`config.mk`:
```
export PLATFORM = sky130hd
export DESIGN_NAME = astro_input_top
export DESIGN_NICKNAME = d
export VERILOG_FILES = /design/src/hdl/astro_cfg_pkg.sv /design/src/hdl/astro_input_pkg.sv /design/src/hdl/player_buttons_if.sv /design/src/hdl/game_config.sv /design/src/hdl/key_decoder.sv /design/src/hdl/paddle_shaper.sv /design/src/hdl/wow_axis_mapper.sv /design/src/hdl/switch_matrix.sv /design/src/hdl/astro_input_top.sv
export SDC_FILE = /design/constraint.sdc
export NUM_CORES = 1
export LEC_CHECK = 0
export BUFFER_PORTS_ARGS = -buffer_cell sky130_fd_sc_hd__clkbuf_2
export CAP_MARGIN = 20
export CORE_MARGIN = 1.5
export CORE_UTILIZATION = 49
export DETAILED_ROUTE_END_ITERATION = 8
export HOLD_SLACK_MARGIN = 0.1
export PLACE_DENSITY = 0.78
export SYNTH_ARGS = -nofsm -noshare
export SYNTH_HDL_FRONTEND = slang
export SYNTH_SLANG_ARGS = --single-unit
```
`constraint.sdc`:
```
create_clock -name clk_sys -period 2.39 [get_ports clk_sys]
set_clock_uncertainty 0.15 [all_clocks]
set_input_delay 0.239 -clock clk_sys [delete_from_list [all_inputs] [get_ports clk_sys]]
set_output_delay 0.239 -clock clk_sys [all_outputs]
set_load 0.05 [all_outputs]
```
`src/hdl/astro_cfg_pkg.sv`:
```
// Game configuration definitions
package astro_cfg_pkg;

	// ============================================================
	// Game identity
	// ============================================================

	// Mode byte as it arrives from the download
	typedef logic [7:0] game_id_t;

	// One-hot game flags, bit 0 Space Zap, bit 1 WoW, bit 2 Gorf
	typedef logic [2:0] game_flags_t;

	localparam game_id_t GAME_SPACEZAP = 8'd3;
	localparam game_id_t GAME_GORF     = 8'd4;
	localparam game_id_t GAME_WOW      = 8'd5;

	// Bit positions inside game_flags_t
	localparam int FLAG_SPACEZAP = 0;
	localparam int FLAG_WOW      = 1;
	localparam int FLAG_GORF     = 2;

	// ============================================================
	// Download port
	// ============================================================

	// Download indexes
	localparam logic [7:0] IDX_MODE = 8'd1;
	localparam logic [7:0] IDX_DIP  = 8'd254;

	typedef logic [24:0] dl_addr_t;
	typedef logic [15:0] dl_data_t;

	// DIP switch banks
	typedef logic [7:0] dip_byte_t;
	typedef logic [2:0] dip_addr_t;
	localparam int DIP_BANKS = 8;

endpackage

```
`src/hdl/astro_input_pkg.sv`:
```
// Player input definitions
package astro_input_pkg;

	// ============================================================
	// Buttons and joystick
	// ============================================================

	// Per-player buttons, low bits line up with the joystick word
	typedef logic [5:0] btn_t;
	localparam int BTN_RIGHT  = 0;
	localparam int BTN_LEFT   = 1;
	localparam int BTN_DOWN   = 2;
	localparam int BTN_UP     = 3;
	localparam int BTN_FIRE   = 4;
	localparam int BTN_FIRE_B = 5;

	// USB joystick word, bits 5..0 as btn_t
	typedef logic [8:0] joy_word_t;
	localparam int JOY_START1 = 6;
	localparam int JOY_START2 = 7;
	localparam int JOY_COIN   = 8;

	// ============================================================
	// PS/2 key events
	// ============================================================

	// Toggle, pressed, 9-bit code
	typedef logic [10:0] ps2_event_t;
	localparam int PS2_TOGGLE  = 10;
	localparam int PS2_PRESSED = 9;

	// Arrows are extended codes, matched on low byte only
	localparam logic [8:0] KEY_UP    = 9'h175;
	localparam logic [8:0] KEY_DOWN  = 9'h172;
	localparam logic [8:0] KEY_LEFT  = 9'h16B;
	localparam logic [8:0] KEY_RIGHT = 9'h174;
	localparam logic [8:0] KEY_SPACE = 9'h029;
	localparam logic [8:0] KEY_CTRL  = 9'h014;
	localparam logic [8:0] KEY_F1    = 9'h005;
	localparam logic [8:0] KEY_F2    = 9'h006;
	localparam logic [8:0] KEY_F3    = 9'h004;
	// Arcade panel style keys
	localparam logic [8:0] KEY_1     = 9'h016;
	localparam logic [8:0] KEY_2     = 9'h01E;
	localparam logic [8:0] KEY_5     = 9'h02E;
	localparam logic [8:0] KEY_R     = 9'h02D;
	localparam logic [8:0] KEY_F     = 9'h02B;
	localparam logic [8:0] KEY_D     = 9'h023;
	localparam logic [8:0] KEY_G     = 9'h034;
	localparam logic [8:0] KEY_A     = 9'h01C;
	localparam logic [8:0] KEY_S     = 9'h01B;

	// ============================================================
	// Analog sticks and switch matrix
	// ============================================================

	// Two signed bytes, X low and Y high
	typedef logic [15:0] analog_t;
	typedef logic [2:0] zone_t;

	// Mapper result
	typedef logic [2:0] wow_dir_t;
	localparam int WOW_DIR0 = 0;
	localparam int WOW_DIR1 = 1;
	localparam int WOW_MOVE = 2;

	localparam int NUM_AXES  = 4;
	localparam int AXIS_P1_Y = 0;
	localparam int AXIS_P1_X = 1;
	localparam int AXIS_P2_Y = 2;
	localparam int AXIS_P2_X = 3;

	typedef logic [7:0] col_t;
	typedef logic [7:0] row_t;
	localparam col_t COL_CT0  = 8'h01;
	localparam col_t COL_CT1  = 8'h02;
	localparam col_t COL_CT2  = 8'h04;
	localparam col_t COL_CT3  = 8'h08;
	localparam row_t ROW_IDLE = 8'hFF;

endpackage

```
`src/hdl/player_buttons_if.sv`:
```
// Merged player buttons
`timescale 1ns/10ps

interface player_buttons_if import astro_input_pkg::*; ();

	// Both players, active high
	btn_t p1;
	btn_t p2;

	// Shared panel buttons
	logic start1;
	logic start2;
	logic coin;

	// Key decoder side
	modport src (
		output p1, p2, start1, start2, coin
	);

	// Switch matrix side
	modport dst (
		input p1, p2, start1, start2, coin
	);

endinterface

```
`src/hdl/game_config.sv`:
```
// Game mode and DIP banks
`timescale 1ns/10ps

module game_config import astro_cfg_pkg::*; (
	input  logic        clk_sys,
	input  logic        reset,
	input  logic        dl_wr,
	input  logic [7:0]  dl_index,
	input  dl_addr_t    dl_addr,
	input  dl_data_t    dl_data,
	output game_flags_t game_flags,
	output dip_byte_t   dip0,
	output dip_byte_t   dip2,
	output dip_byte_t   dip3
);

	game_id_t  mode_q;
	dip_byte_t dip_q [DIP_BANKS];
	dip_addr_t dip_addr;
	logic      dip_wr;

	// Only the first eight addresses reach the banks
	assign dip_addr = dl_addr[2:0];
	assign dip_wr   = dl_wr && (dl_index == IDX_DIP) && (dl_addr < dl_addr_t'(DIP_BANKS));

	always_ff @(posedge clk_sys or posedge reset) begin
		if (reset) begin
			mode_q     <= '0;
			game_flags <= '0;
			for (int i = 0; i < DIP_BANKS; i++) begin
				dip_q[i] <= '0;
			end
		end else begin
			if (dl_wr && (dl_index == IDX_MODE)) begin
				mode_q <= dl_data[7:0];
			end
			// Decode stage, one cycle behind the mode byte
			game_flags <= '0;
			case (mode_q)
				GAME_SPACEZAP: game_flags[FLAG_SPACEZAP] <= 1'b1;
				GAME_WOW:      game_flags[FLAG_WOW]      <= 1'b1;
				GAME_GORF:     game_flags[FLAG_GORF]     <= 1'b1;
				default:       ;
			endcase
			if (dip_wr) begin
				dip_q[dip_addr] <= dl_data[7:0];
			end
		end
	end

	// Matrix reads banks 0, 2 and 3
	assign dip0 = dip_q[0];
	assign dip2 = dip_q[2];
	assign dip3 = dip_q[3];

	// At most one game selected
	a_flags_onehot: assert property (@(posedge clk_sys) disable iff (reset)
		$onehot0(game_flags));

endmodule

```
`src/hdl/key_decoder.sv`:
```
// PS/2 key and joystick merge
`timescale 1ns/10ps

module key_decoder import astro_input_pkg::*; (
	input  logic       clk_sys,
	input  logic       reset,
	input  ps2_event_t ps2_key,
	input  joy_word_t  joy_p1,
	input  joy_word_t  joy_p2,
	player_buttons_if.src btns
);

	logic       toggle_q;
	logic       key_event;
	logic       key_pressed;
	logic [8:0] key_code;

	// Key latches for 12 stick keys and 6 panel keys
	btn_t p1_keys;
	btn_t p2_keys;
	logic key_f1, key_1;
	logic key_f2, key_2;
	logic key_f3, key_5;

	assign key_event   = ps2_key[PS2_TOGGLE] != toggle_q;
	assign key_pressed = ps2_key[PS2_PRESSED];
	assign key_code    = ps2_key[8:0];

	always_ff @(posedge clk_sys or posedge reset) begin
		if (reset) begin
			toggle_q <= 1'b0;
			p1_keys  <= '0;
			p2_keys  <= '0;
			key_f1   <= 1'b0;
			key_1    <= 1'b0;
			key_f2   <= 1'b0;
			key_2    <= 1'b0;
			key_f3   <= 1'b0;
			key_5    <= 1'b0;
		end else begin
			toggle_q <= ps2_key[PS2_TOGGLE];
			if (key_event) begin
				// Arrow keys match with the extended prefix ignored
				case (key_code[7:0])
					KEY_UP[7:0]:    p1_keys[BTN_UP]    <= key_pressed;
					KEY_DOWN[7:0]:  p1_keys[BTN_DOWN]  <= key_pressed;
					KEY_LEFT[7:0]:  p1_keys[BTN_LEFT]  <= key_pressed;
					KEY_RIGHT[7:0]: p1_keys[BTN_RIGHT] <= key_pressed;
					default:        ;
				endcase
				case (key_code)
					KEY_CTRL:  p1_keys[BTN_FIRE]   <= key_pressed;
					KEY_SPACE: p1_keys[BTN_FIRE_B] <= key_pressed;
					KEY_F1:    key_f1 <= key_pressed;
					KEY_F2:    key_f2 <= key_pressed;
					KEY_F3:    key_f3 <= key_pressed;
					KEY_1:     key_1  <= key_pressed;
					KEY_2:     key_2  <= key_pressed;
					KEY_5:     key_5  <= key_pressed;
					// Player 2 block
					KEY_R:     p2_keys[BTN_UP]     <= key_pressed;
					KEY_F:     p2_keys[BTN_DOWN]   <= key_pressed;
					KEY_D:     p2_keys[BTN_LEFT]   <= key_pressed;
					KEY_G:     p2_keys[BTN_RIGHT]  <= key_pressed;
					KEY_A:     p2_keys[BTN_FIRE]   <= key_pressed;
					KEY_S:     p2_keys[BTN_FIRE_B] <= key_pressed;
					default:   ;
				endcase
			end
		end
	end

	// Combinational merge with joystick words
	assign btns.p1     = p1_keys | btn_t'(joy_p1[5:0]);
	assign btns.p2     = p2_keys | btn_t'(joy_p2[5:0]);
	assign btns.start1 = key_f1 | key_1 | joy_p1[JOY_START1];
	assign btns.start2 = key_f2 | key_2 | joy_p1[JOY_START2];
	assign btns.coin   = key_f3 | key_5 | joy_p1[JOY_COIN];

endmodule

```
`src/hdl/paddle_shaper.sv`:
```
// Analog stick centring
`timescale 1ns/10ps

module paddle_shaper import astro_input_pkg::*; (
	input  logic                  clk_sys,
	input  logic                  reset,
	input  analog_t               analog_a,
	input  analog_t               analog_b,
	output zone_t [NUM_AXES-1:0]  zones
);

	// Centred bytes, 0 full one way and FF full the other
	logic [7:0] p1_y_c;
	logic [7:0] p1_x_c;
	logic [7:0] p2_y_c;
	logic [7:0] p2_x_c;

	// Y axes are flipped before the offset
	assign p1_y_c = ~analog_a[15:8] + 8'd128;
	assign p1_x_c = analog_a[7:0] + 8'd128;
	assign p2_y_c = ~analog_b[15:8] + 8'd128;
	assign p2_x_c = analog_b[7:0] + 8'd128;

	// Zone is the top three bits
	always_ff @(posedge clk_sys or posedge reset) begin
		if (reset) begin
			zones <= '0;
		end else begin
			zones[AXIS_P1_Y] <= p1_y_c[7:5];
			zones[AXIS_P1_X] <= p1_x_c[7:5];
			zones[AXIS_P2_Y] <= p2_y_c[7:5];
			zones[AXIS_P2_X] <= p2_x_c[7:5];
		end
	end

endmodule

```
`src/hdl/wow_axis_mapper.sv`:
```
// Wizard of Wor axis mapper
`timescale 1ns/10ps

module wow_axis_mapper import astro_input_pkg::*; (
	input  logic     clk_sys,
	input  logic     reset,
	input  zone_t    zone,
	output wow_dir_t dir
);

	// Outer zones also press move, centre band is dead
	always_ff @(posedge clk_sys or posedge reset) begin
		if (reset) begin
			dir <= '0;
		end else begin
			dir <= '0;
			case (zone)
				3'd0: begin
					dir[WOW_DIR0] <= 1'b1;
					dir[WOW_MOVE] <= 1'b1;
				end
				3'd1: dir[WOW_DIR0] <= 1'b1;
				3'd6: dir[WOW_DIR1] <= 1'b1;
				3'd7: begin
					dir[WOW_DIR1] <= 1'b1;
					dir[WOW_MOVE] <= 1'b1;
				end
				default: ;
			endcase
		end
	end

	a_dir_exclusive: assert property (@(posedge clk_sys) disable iff (reset)
		!(dir[WOW_DIR0] && dir[WOW_DIR1]));

endmodule

```
`src/hdl/switch_matrix.sv`:
```
// CPU switch matrix
`timescale 1ns/10ps

module switch_matrix import astro_cfg_pkg::*, astro_input_pkg::*; (
	input  game_flags_t              game_flags,
	input  dip_byte_t                dip0,
	input  dip_byte_t                dip2,
	input  dip_byte_t                dip3,
	input  logic                     speech_busy,
	input  col_t                     col_select,
	input  wow_dir_t [NUM_AXES-1:0]  axis_dirs,
	player_buttons_if.dst            btns,
	output row_t                     row_data
);

	// Active-low right, left, down, up
	function automatic logic [3:0] key_dirs(input btn_t b);
		return ~{b[BTN_RIGHT], b[BTN_LEFT], b[BTN_DOWN], b[BTN_UP]};
	endfunction

	// Same order from a Y and an X mapper
	function automatic logic [3:0] stick_dirs(input wow_dir_t y, input wow_dir_t x);
		return ~{x[WOW_DIR1], x[WOW_DIR0], y[WOW_DIR0], y[WOW_DIR1]};
	endfunction

	row_t ct0_sz, ct1_sz, ct2_sz;
	row_t ct0_ww, ct1_ww, ct2_ww;
	row_t ct0_gf, ct1_gf, ct2_gf;
	logic w1_move;
	logic w2_move;

	// Either axis far enough out counts as move
	assign w1_move = axis_dirs[AXIS_P1_Y][WOW_MOVE] | axis_dirs[AXIS_P1_X][WOW_MOVE];
	assign w2_move = axis_dirs[AXIS_P2_Y][WOW_MOVE] | axis_dirs[AXIS_P2_X][WOW_MOVE];

	// ============================================================
	// Per-game row bytes
	// ============================================================

	// Space Zap
	assign ct0_sz = {2'b11, ~btns.start2, ~btns.start1, dip2[1], 1'b1, ~btns.coin, 1'b1};
	assign ct1_sz = {3'b111, ~btns.p2[BTN_FIRE], key_dirs(btns.p2)};
	assign ct2_sz = {2'b11, dip2[0], ~btns.p1[BTN_FIRE], key_dirs(btns.p1)};

	// Wizard of Wor, fire_b stays active high in key mode
	assign ct0_ww = {dip2[2], ~btns.start2, ~btns.start1, 1'b1, dip2[1], 1'b1, ~btns.coin, 1'b1};
	assign ct1_ww = dip0[1] ?
		{2'b11, ~btns.p2[BTN_FIRE], ~w2_move,
			stick_dirs(axis_dirs[AXIS_P2_Y], axis_dirs[AXIS_P2_X])} :
		{2'b11, ~btns.p2[BTN_FIRE], btns.p2[BTN_FIRE_B], key_dirs(btns.p2)};
	assign ct2_ww = dip0[0] ?
		{speech_busy, 1'b1, ~btns.p1[BTN_FIRE], ~w1_move,
			stick_dirs(axis_dirs[AXIS_P1_Y], axis_dirs[AXIS_P1_X])} :
		{speech_busy, 1'b1, ~btns.p1[BTN_FIRE], btns.p1[BTN_FIRE_B], key_dirs(btns.p1)};

	// Gorf
	assign ct0_gf = {dip2[2], dip2[0], ~btns.start2, ~btns.start1, 1'b1, dip2[1], ~btns.coin, 1'b1};
	assign ct1_gf = {3'b001, ~btns.p2[BTN_FIRE], key_dirs(btns.p2)};
	assign ct2_gf = {speech_busy, 2'b01, ~btns.p1[BTN_FIRE], key_dirs(btns.p1)};

	// ============================================================
	// Column select
	// ============================================================

	always_comb begin
		row_data = ROW_IDLE;
		case (col_select)
			COL_CT0: begin
				if (game_flags[FLAG_SPACEZAP]) row_data = ct0_sz;
				else if (game_flags[FLAG_WOW]) row_data = ct0_ww;
				else if (game_flags[FLAG_GORF]) row_data = ct0_gf;
			end
			COL_CT1: begin
				if (game_flags[FLAG_SPACEZAP]) row_data = ct1_sz;
				else if (game_flags[FLAG_WOW]) row_data = ct1_ww;
				else if (game_flags[FLAG_GORF]) row_data = ct1_gf;
			end
			COL_CT2: begin
				if (game_flags[FLAG_SPACEZAP]) row_data = ct2_sz;
				else if (game_flags[FLAG_WOW]) row_data = ct2_ww;
				else if (game_flags[FLAG_GORF]) row_data = ct2_gf;
			end
			// DIP bank 3 regardless of game
			COL_CT3: row_data = dip3;
			default: row_data = ROW_IDLE;
		endcase
	end

endmodule

```
`src/hdl/astro_input_top.sv`:
```
// Astrocade player input path
`timescale 1ns/10ps

module astro_input_top import astro_cfg_pkg::*, astro_input_pkg::*; (
	input  logic       clk_sys,
	input  logic       reset,
	input  logic       dl_wr,
	input  logic [7:0] dl_index,
	input  dl_addr_t   dl_addr,
	input  dl_data_t   dl_data,
	input  ps2_event_t ps2_key,
	input  joy_word_t  joy_p1,
	input  joy_word_t  joy_p2,
	input  analog_t    analog_a,
	input  analog_t    analog_b,
	input  logic       speech_busy,
	input  col_t       col_select,
	output row_t       row_data
);

	game_flags_t             game_flags;
	dip_byte_t               dip0, dip2, dip3;
	zone_t    [NUM_AXES-1:0] zones;
	wow_dir_t [NUM_AXES-1:0] axis_dirs;

	// Keyboard and joystick buttons to the matrix
	player_buttons_if btns_if ();

	game_config game_config_i (
		.clk_sys, .reset, .dl_wr, .dl_index, .dl_addr, .dl_data,
		.game_flags, .dip0, .dip2, .dip3
	);

	key_decoder key_decoder_i (
		.clk_sys, .reset, .ps2_key, .joy_p1, .joy_p2,
		.btns (btns_if.src)
	);

	paddle_shaper paddle_shaper_i (
		.clk_sys, .reset, .analog_a, .analog_b, .zones
	);

	// One mapper per stick axis, order set by the shaper
	for (genvar i = 0; i < NUM_AXES; i++) begin : g_axis
		wow_axis_mapper mapper_i (
			.clk_sys,
			.reset,
			.zone (zones[i]),
			.dir  (axis_dirs[i])
		);
	end

	switch_matrix switch_matrix_i (
		.game_flags, .dip0, .dip2, .dip3, .speech_busy, .col_select,
		.axis_dirs,
		.btns (btns_if.dst),
		.row_data
	);

endmodule

```
# After elaboration in Yosys (flattened, before gate mapping)

Cells that the tools add are included.

Bits in registers: 118
Input bits: 122
Word-level logic and storage cells: 176

Add/sub/neg operators: 4
Magnitude comparators: 3
Eq/ne operators: 40
Mux-type cells: 30
Bitwise logic cells: 24
Reductions and logical operators: 38

Operators by type and width:

| cell                | count |
|---|---|
| $mux 8              | 10 |
| $bwmux 64           | 1 |
| $eq 9x6->1 const B  | 6 |
| $eq 9x5->1 const B  | 5 |
| $reduce_and 2->1    | 18 |
| $add 8x8->8 const B | 4 |
| $eq 8x7->1 const B  | 4 |
| $pmux 8 s4          | 1 |
| $eq 9x3->1 const B  | 3 |
| $lt 25x4->1 const B | 1 |
| $demux 8 s3         | 1 |
| $eq 3x3->1 const B  | 8 |
| $eq 8x3->1 const B  | 3 |
| $reduce_or 2->1     | 12 |
| $eq 8x1->1 const B  | 2 |
| $eq 8x2->1 const B  | 2 |
| $not 4->4           | 4 |
| $not 8->8           | 2 |
| $mux 1              | 15 |
| $eq 3x1->1 const B  | 4 |
| $logic_not 3->1     | 4 |
| $or 6x6->6          | 2 |
| $mux 5              | 2 |
| $eq 8x4->1 const B  | 1 |
| 8 further kinds     | 24 |

# Longest topological paths before layout

Gate-level depths: netlist of the first run.

Word-level depth: 7
Gate-level depth with buffers: 6

# By module

From an unflattened synthesis of the first run, not the netlist that was laid out.

Cell total of the unflattened synthesis: 355
Area, all modules: 4124.0 µm²

By module, submodules not included:

| module          | times used | cells each | area an instance (µm²) |
|---|---|---|---|
| game_config     | 1          | 94         | 1462.7 |
| key_decoder     | 1          | 97         | 1122.3 |
| switch_matrix   | 1          | 117        | 787.0 |
| wow_axis_mapper | 4          | 7          | 106.4 |
| paddle_shaper   | 1          | 19         | 326.6 |

# Least setup slack after synthesis of the first run

Ideal clock, no wire load.

Path kind: input to output
Start: input col_select[7]
End: output row_data[6]
Data arrival time: 2776 ps
Data required time: 2001 ps
Slack: -775 ps
Cell stages on the path: 3
Path through: or4_1 > clkbuf_1 > o311ai_0

Word-level cells in the longest chain between the ends: 2
Elaborated cells between the ends (all ways): 5
Those cells by class: eq/ne: 4; mux: 1

Ends and longest elaborated chain:

| item                                     | line                  | source |
|---|---|---|
| start: declaration                       | astro_input_top.sv:17 | `input col_t col_select,` |
| $eq 8x4->1, or another cell as far along | switch_matrix.sv:67   | `case (col_select)` |
| $pmux 8 s4 *                             | switch_matrix.sv:67   |  |
| end: declaration                         | astro_input_top.sv:18 | `output row_t row_data` |

Every way passes the cells marked *; elsewhere a longest branch is shown, timed or not.

# Worst setup path after layout of the first run

Start: register game_config_i.game_flags[1]
End: output row_data[2]

Word-level cells in the longest chain between the ends: 3
Elaborated cells between the ends (all ways): 7
Those cells by class: mux: 7

Ends and longest elaborated chain:

| item                             | line                                                          | source |
|---|---|---|
| start: declaration               | game_config.sv:11                                             | `output game_flags_t game_flags,` |
| start signal: assignment         | game_config.sv:29                                             | `game_flags <= '0;` |
| start signal: assignment         | game_config.sv:38                                             | `game_flags <= '0;` |
| start signal: indexed assignment | game_config.sv:40                                             | `GAME_SPACEZAP: game_flags[FLAG_SPACEZAP] <= 1'b1;` |
| $mux 8 (on tied branches)        | switch_matrix.sv:80, switch_matrix.sv:70, switch_matrix.sv:75 |  |
| $mux 8 (on tied branches)        | switch_matrix.sv:79, switch_matrix.sv:69, switch_matrix.sv:74 |  |
| $pmux 8 s4 *                     | switch_matrix.sv:67                                           |  |

Marks and branches as above.

==> summary.txt, run 1 <==
Status: completed
Port Buffers: 98
PD cells: 527.2 nW/um2
Std-Cell Rows: 30
Crit-path cells: or3b_4, o21ai_2, a21oi_1, a31oi_1, o211ai_1, clkbuf_8
Syn Nets: 442
Share of layout cells above drive strength 1: 0.4139
Actual slew at the worst max-slew pin: 0.5416 ns
WL per Instance: 15.27 um
Final Hold Viols: 0
CP bufs+invs: 1
Clock Latency Late Sink: 0.34 ns
Vias: 2,997
Simple-Gate Fraction of Synth Area: 0.2251
Crit Path Category: reg2out
DRT iter0 DRCs: 178
Post-synthesis compound-gate area fraction: 0.1045
Max_cap viols: 0
Worst-path fanout max: 8
Distinct cells, synth: 47
RSZ-0062 raised after global routing: true
Die height: 86.33 um
Post-DP HPWL: 6335 um
Io pins: 130
Min-delay worst type: in2reg
Post-route antenna net violation count: 0
CP max-delay cell: dfrtp_2
Core area: 6756 um2
Worst-case headroom to the max-slew limit: 0.6384
Top-count cell post-synth: dfrtp_1
Post-synthesis mux area share: 0.1478
M1 GR Usage: 0.3191
Total Routing Usage GR: 0.2411
Clock sink total: 67
Most frequent cells after synthesis: dfrtp_1, mux2_2, nor2_1, nand2_1, nand3_1
CP arrival: 2.00 ns
Final Wtd Congestion: 0.9032
DR pass1 iterations: 4
Cell Area, Placed: 4056 um2
Detailed-route DRC error count: 0
CP max stage delay: 0.47 ns
Die X: 86.33 um
Lkg Pwr: 2.125 nW
CP Capture Type: output pin
Met2 usage: 0.3842
Drt via density: 5.560
Clock-pin slew on the worst setup and hold paths: 0.08 ns
Post-Syn Instances: 320
Maximum vdd drop: 0.3910 mV
Top post-synthesis cells by area: dfrtp_1, mux2_2, nor2_1
Top cell type's share of synthesized area: 0.4928
Ant. Diodes: 0
Fin crit period: 2.387 ns
CTS tree: done
Slew Limit Fails: 0
Design area: 4558 um2
Met3 usage: 0.05048
Antenna violations before repair: 0
Synthesized cell area: 3402 um2
Highest clock rate: 419.0 MHz
GR peak layer: met2
Final nets: 577
Clk Tree Root Cell: clkbuf_8
Worst Path Required: 2.00 ns
Routed wire length: 8230 um
Synth Area in XOR/XNOR: 0.005149
Main combinational cell family by area after synthesis: simple AND/OR/NAND/NOR gates
Post-synth top flop: dfrtp_1
Initial Utilization: 0.5035
Clk buf depth: 2
FFs w/ async S/R, synth: 1.000
Final worst-path cycle share: 0.9987
First-pass GRT wire length: 13,680 um
Die Footprint: 7452 um2
TNS Setup: 0 ns
Startpoint Class: flop
Adder and majority cell fraction of the synthesized area: 0
H-tree depth: 3
Gr ovfl total: 0
Syn_area_per_cell: 10.63 um2
Pin count of the biggest net entering global routing: 44
Area grow syn2layout: 33.98%
Post-synth EDFFs: 0
YS warnings: 0
Finish-stage setup viols: 0
#FFs+latches synth: 67
Number of global-route vias before repair: 2,972
Area leader, netlist: dfrtp_1
Seq/Total Area, Yosys: 0.4928
Num CTS Buffers: 9
Largest delay share family, worst path: compound AO/OA/AOI/OAI gates
==> metal layers <==
metal	vias to the layer above	wire length, um	part of all wire
met3	18	363	0.044
met2	97	4013	0.49
met1	1436	3647	0.44
met5	-	0	0
met4	0	205	0.025
li1	1446	-	-
==> worst reg2reg max path, delay by kind of cell (launching register included) <==
kind             cells  cell delay (ns)
AND/OR/NAND/NOR      2             0.67
XOR/XNOR             1             0.17
flip-flops           1             0.38
multiplexers         1             0.37
==> layout by cell type (no fill, tap or decap), drive strengths merged, types with 11 or more instances in the layout <==
cell type and instances:
o211ai 11, o21ai 13, nor3 11, nand3 16
clkbuf 106, mux2 42, buf 15, dlygate4sd3 22
nor2 34, nor4 11, nand2 20, dfrtp 67
==> stage by stage <==
step                instances  hold WS, ns  utilization  total power, mW  setup WS [ns]
CTS                       538       0.1290       0.6696            2.422       0.001907
detailed placement        501       0.1467       0.6004            1.481         0.1016
global route              539       0.1526       0.6746            2.510        -0.1009
global placement          501       0.1439       0.6004            1.473        0.07354
floorplan                 320       0.1204            -            1.341        0.04144
finish                    539       0.1456       0.6746            2.403       0.003132
==> cells by family (layout without fill, tap and decap cells) <==
family	Yosys count	after routing
multiplexers	42	42
buffers and inverters	18	157
AO/OA/AOI/OAI	52	52
AND/OR/NAND/NOR	139	139
XOR/XNOR	2	2
flip-flops	67	67
==> final cells by class <==
class / count / area [um2]
multi-input combinational: 235 / 1683
inverter: 8 / 30.03
clock buffer: 9 / 123.9
timing repair buffer: 134 / 874.6
sequential: 67 / 1679
tap: 80 / 100.1
clock inverter: 6 / 67.56
fill: 542 / 2198
==> worst paths after layout <==
path | from | end | slack, ns | cells after the start
worst min-delay path | ps2_key[5] | key_decoder_i.p2_keys[0]$_DFFE_PP0P_ | 0.15 | 3
max in group asynchronous | reset | key_decoder_i.key_1$_DFFE_PP0P_ | 1.18 | 4
worst min register to register | paddle_shaper_i.zones[7]$_DFF_PP0_ | g_axis[2].mapper_i.dir[0]$_DFF_PP0_ | 0.27 | 1
min in group asynchronous | reset | game_config_i.dip3[5]$_DFFE_PP0P_ | 0.32 | 3
worst max register to register | key_decoder_i.toggle_q$_DFF_PP0_ | key_decoder_i.p1_keys[2]$_DFFE_PP0P_ | 0.53 | 4
worst max-delay path | game_config_i.game_flags[1]$_DFF_PP0_ | row_data[2] | 0.003 | 6
==> power by group <==
part	switching, mW	total, mW	leakage (nW)	internal, mW
registers	0.0190	1.19	0.886	1.17
clock network	0.432	0.909	0.0913	0.477
logic	0.151	0.301	1.15	0.150
total	0.603	2.40	2.13	1.80
==> flip-flops by register name, summed over array words and instances (netlist names) <==
signal,cells
game_config_i.dip2,3
key_decoder_i.key_f3,1
key_decoder_i.toggle_q,1
key_decoder_i.key_f1,1
key_decoder_i.p2_keys,6
key_decoder_i.key_5,1
key_decoder_i.key_1,1
game_config_i.game_flags,3
key_decoder_i.key_f2,1
paddle_shaper_i.zones,12
game_config_i.dip0,2
game_config_i.dip3,8
key_decoder_i.p1_keys,6
key_decoder_i.key_2,1
game_config_i.mode_q,8
g_axis.mapper_i.dir,12
==> timing repair <==
item	4_1_cts	5_1_grt
endpoints found under the hold margin	58	0
endpoints found under the setup margin	8	8
setup buffers	0	1
gates resized for setup	16	12
pin swaps	0	4
hold buffers	22	0
No activity file was read; power rests on OpenSTA's default activity.
==> run 2, diff against run 1 <==
Settings changed: GPL_TIMING_DRIVEN from default to 0.
==> run 2 against run 1 <==
Against the previous run: die area did not move; wire length rose by 2.0%; critical endpoint is now row_data[6]; sequential share of layout area fell by 0.36 points; final cell count rose by 0.19%; count of clock-buffer cells in the layout rose by 1; first-iteration DRC count did not move.
==> summary.txt, run 2 (synthesized netlist as in run 1, its figures left out) <==
Max_cap viols: 0 (unchanged)
Post-route antenna net violation count: 0 (unchanged)
RSZ-0062 raised after global routing: true
Lkg Pwr: 2.131 nW (+0.29%)
Fillcell total: 508 (-6.3%)
Die X: 86.33 um (unchanged)
CP max-delay cell: dfrtp_2
Worst Min Path Start: ps2_key[9]
Clk buf depth: 2 (unchanged)
Post-DP HPWL: 6184 um (-2.4%)
Actual slew at the worst max-slew pin: 0.7077 ns (+0.1661 ns)
Inst Count DP: 496 (-1.0%)
Die height: 86.33 um (unchanged)
Initial Utilization: 0.5035 (unchanged)
Cell Area, Placed: 4005 um2 (-1.3%)
CP max stage delay: 0.48 ns (about the same)
Number of global-route vias before repair: 3,051 (+2.7%)
Startpoint Class: flop
Worst-case headroom to the max-slew limit: 0.5275 (-0.1109)
Worst r2r path cells: 5 (+1)
TNS Setup: 0 ns (unchanged)
Drt via density: 5.589 (+0.51%)
DR pass1 iterations: 4 (unchanged)
Worst flop-to-flop path endpoint: key_decoder_i.p1_keys[3]$_DFFE_PP0P_
Crit-path cells: or3b_4, a22oi_1, nor2_1, a21oi_1, o311ai_2, buf_4
Die Footprint: 7452 um2 (unchanged)
Worst-path fanout max: 8 (unchanged)
Final nets: 577 (unchanged)
DRT iter0 DRCs: 178 (unchanged)
CP bufs+invs: 1 (unchanged)
CTS tree: done
Vias: 3,018 (+0.70%)
PD cells: 526.8 nW/um2 (about the same)
Final Core Density: 0.6813 (+0.006666)
CP arrival: 1.98 ns (-0.02 ns)
Area grow syn2layout: 35.31%
Status: completed
Non-Filler Instances: 540 (+0.19%)
WL per Instance: 15.55 um (+1.8%)
CP Launch Point: game_config_i.game_flags[1]$_DFF_PP0_
Port Buffers: 95 (-3.1%)
Hold Path Cell Cnt: 2 (-1)
Slew Limit Fails: 0 (unchanged)
Design area: 4603 um2 (+0.99%)
Worst Path Required: 2.00 ns (about the same)
CP Capture Type: output pin
Routed wire length: 8397 um (+2.0%)
Io pins: 130 (unchanged)
Fin crit period: 2.367 ns (-0.01951 ns)
Most common cell after layout, fill and taps aside: clkbuf_2
Ant. Diodes: 0 (unchanged)
Share of layout cells above drive strength 1: 0.4196 (+0.005622)
Flop2flop setup slack: 0.55 ns (+0.02 ns)
Gr ovfl total: 0 (unchanged)
Pin count of the biggest net entering global routing: 35 (-20%)
Finish-stage setup viols: 0 (unchanged)
Largest delay share family, worst path: simple AND/OR/NAND/NOR gates
Final Hold Viols: 0 (unchanged)
First-pass GRT wire length: 13,700 um (+0.15%)
Maximum vdd drop: 0.4543 mV (+16%)
Min-delay worst type: in2reg
Final Wtd Congestion: 0.9178 (+1.6%)
Commonest cells after routing, fill and taps aside: clkbuf_2, dfrtp_1, mux2_2, nor2_1, dlygate4sd3_1
Std-Cell Rows: 30 (unchanged)
Clock sink total: 67 (unchanged)
Reg-to-reg critical path startpoint: key_decoder_i.toggle_q$_DFF_PP0_
Detailed-route DRC error count: 0 (unchanged)
Clock Latency Late Sink: 0.33 ns (about the same)
Highest clock rate: 422.4 MHz (+0.82%)
Biggest regs: g_axis.mapper_i.dir x12, paddle_shaper_i.zones x12
Clk Tree Root Cell: clkbuf_8
Clock-pin slew on the worst setup and hold paths: 0.08 ns (about the same)
Crit Path Category: reg2out
H-tree depth: 3 (unchanged)
Core area: 6756 um2 (unchanged)
Final worst-path cycle share: 0.9905 (-0.008164)
Antenna violations before repair: 0 (unchanged)
Hold Path Sink: key_decoder_i.key_f1$_DFFE_PP0P_
Num CTS Buffers: 9 (unchanged)
Total Routing Usage GR: 0.2383 (-0.002821)
## run 2: worst max path at each step
stage,cells past startpoint,slack (ns),endpoint
2_1_floorplan,6,0.04,row_data[0]
3_3_place_gp,2,-0.31,key_decoder_i.key_f1$_DFFE_PP0P_
3_5_place_dp,6,-0.10,row_data[3]
4_1_cts,6,0.003,row_data[3]
5_1_grt,6,-0.07,row_data[6]
6_report,6,0.02,row_data[6]
## run 2: layout make-up
class                   instances  area (um2)  share of cell area
plain buffers                   9       63.81             0.01386
inverters                       8       30.03            0.006524
repair buffers                125       814.5              0.1770
clock inverters                 6       65.06             0.01413
well taps                      80       100.1             0.02175
clock buffers                  10       137.6             0.02990
multi-input cells             235        1713              0.3721
flip-flops and latches         67        1679              0.3648
## run 2: routing by layer
metal	global-route usage	routed length (um)
met5	0	0
met4	0.07625	135
met3	0.04381	548
met2	0.3999	4192
met1	0.3143	3522
## run 2: where the power goes
part / switching [mW] / internal, mW / total, mW
clock: 0.420 / 0.509 / 0.929
combinational: 0.154 / 0.147 / 0.301
sequential: 0.0207 / 1.17 / 1.19
## run 2: repair_timing
| item | CTS | global route |
|---|---|---|
| hold buffers | 22 | 0 |
| gates resized for setup | 18 | 19 |
| pin swaps | 2 | 5 |
| setup buffers | 2 | 5 |
| endpoints found under the setup margin | 8 | 8 |
| endpoints found under the hold margin | 67 | 0 |
## run 2: stage by stage
| stage | hold slack, ns | setup WS (ns) | power (mW) |
|---|---|---|---|
| 6_report | 0.1345 | 0.02264 | 2.425 |
| 3_5_place_dp | 0.1986 | -0.1038 | 1.473 |
| 2_1_floorplan | 0.1204 | 0.04144 | 1.341 |
| 4_1_cts | 0.1249 | 0.002587 | 2.438 |
| 5_1_grt | 0.1474 | -0.07299 | 2.547 |
| 3_3_place_gp | 0.1970 | -0.3105 | 1.460 |
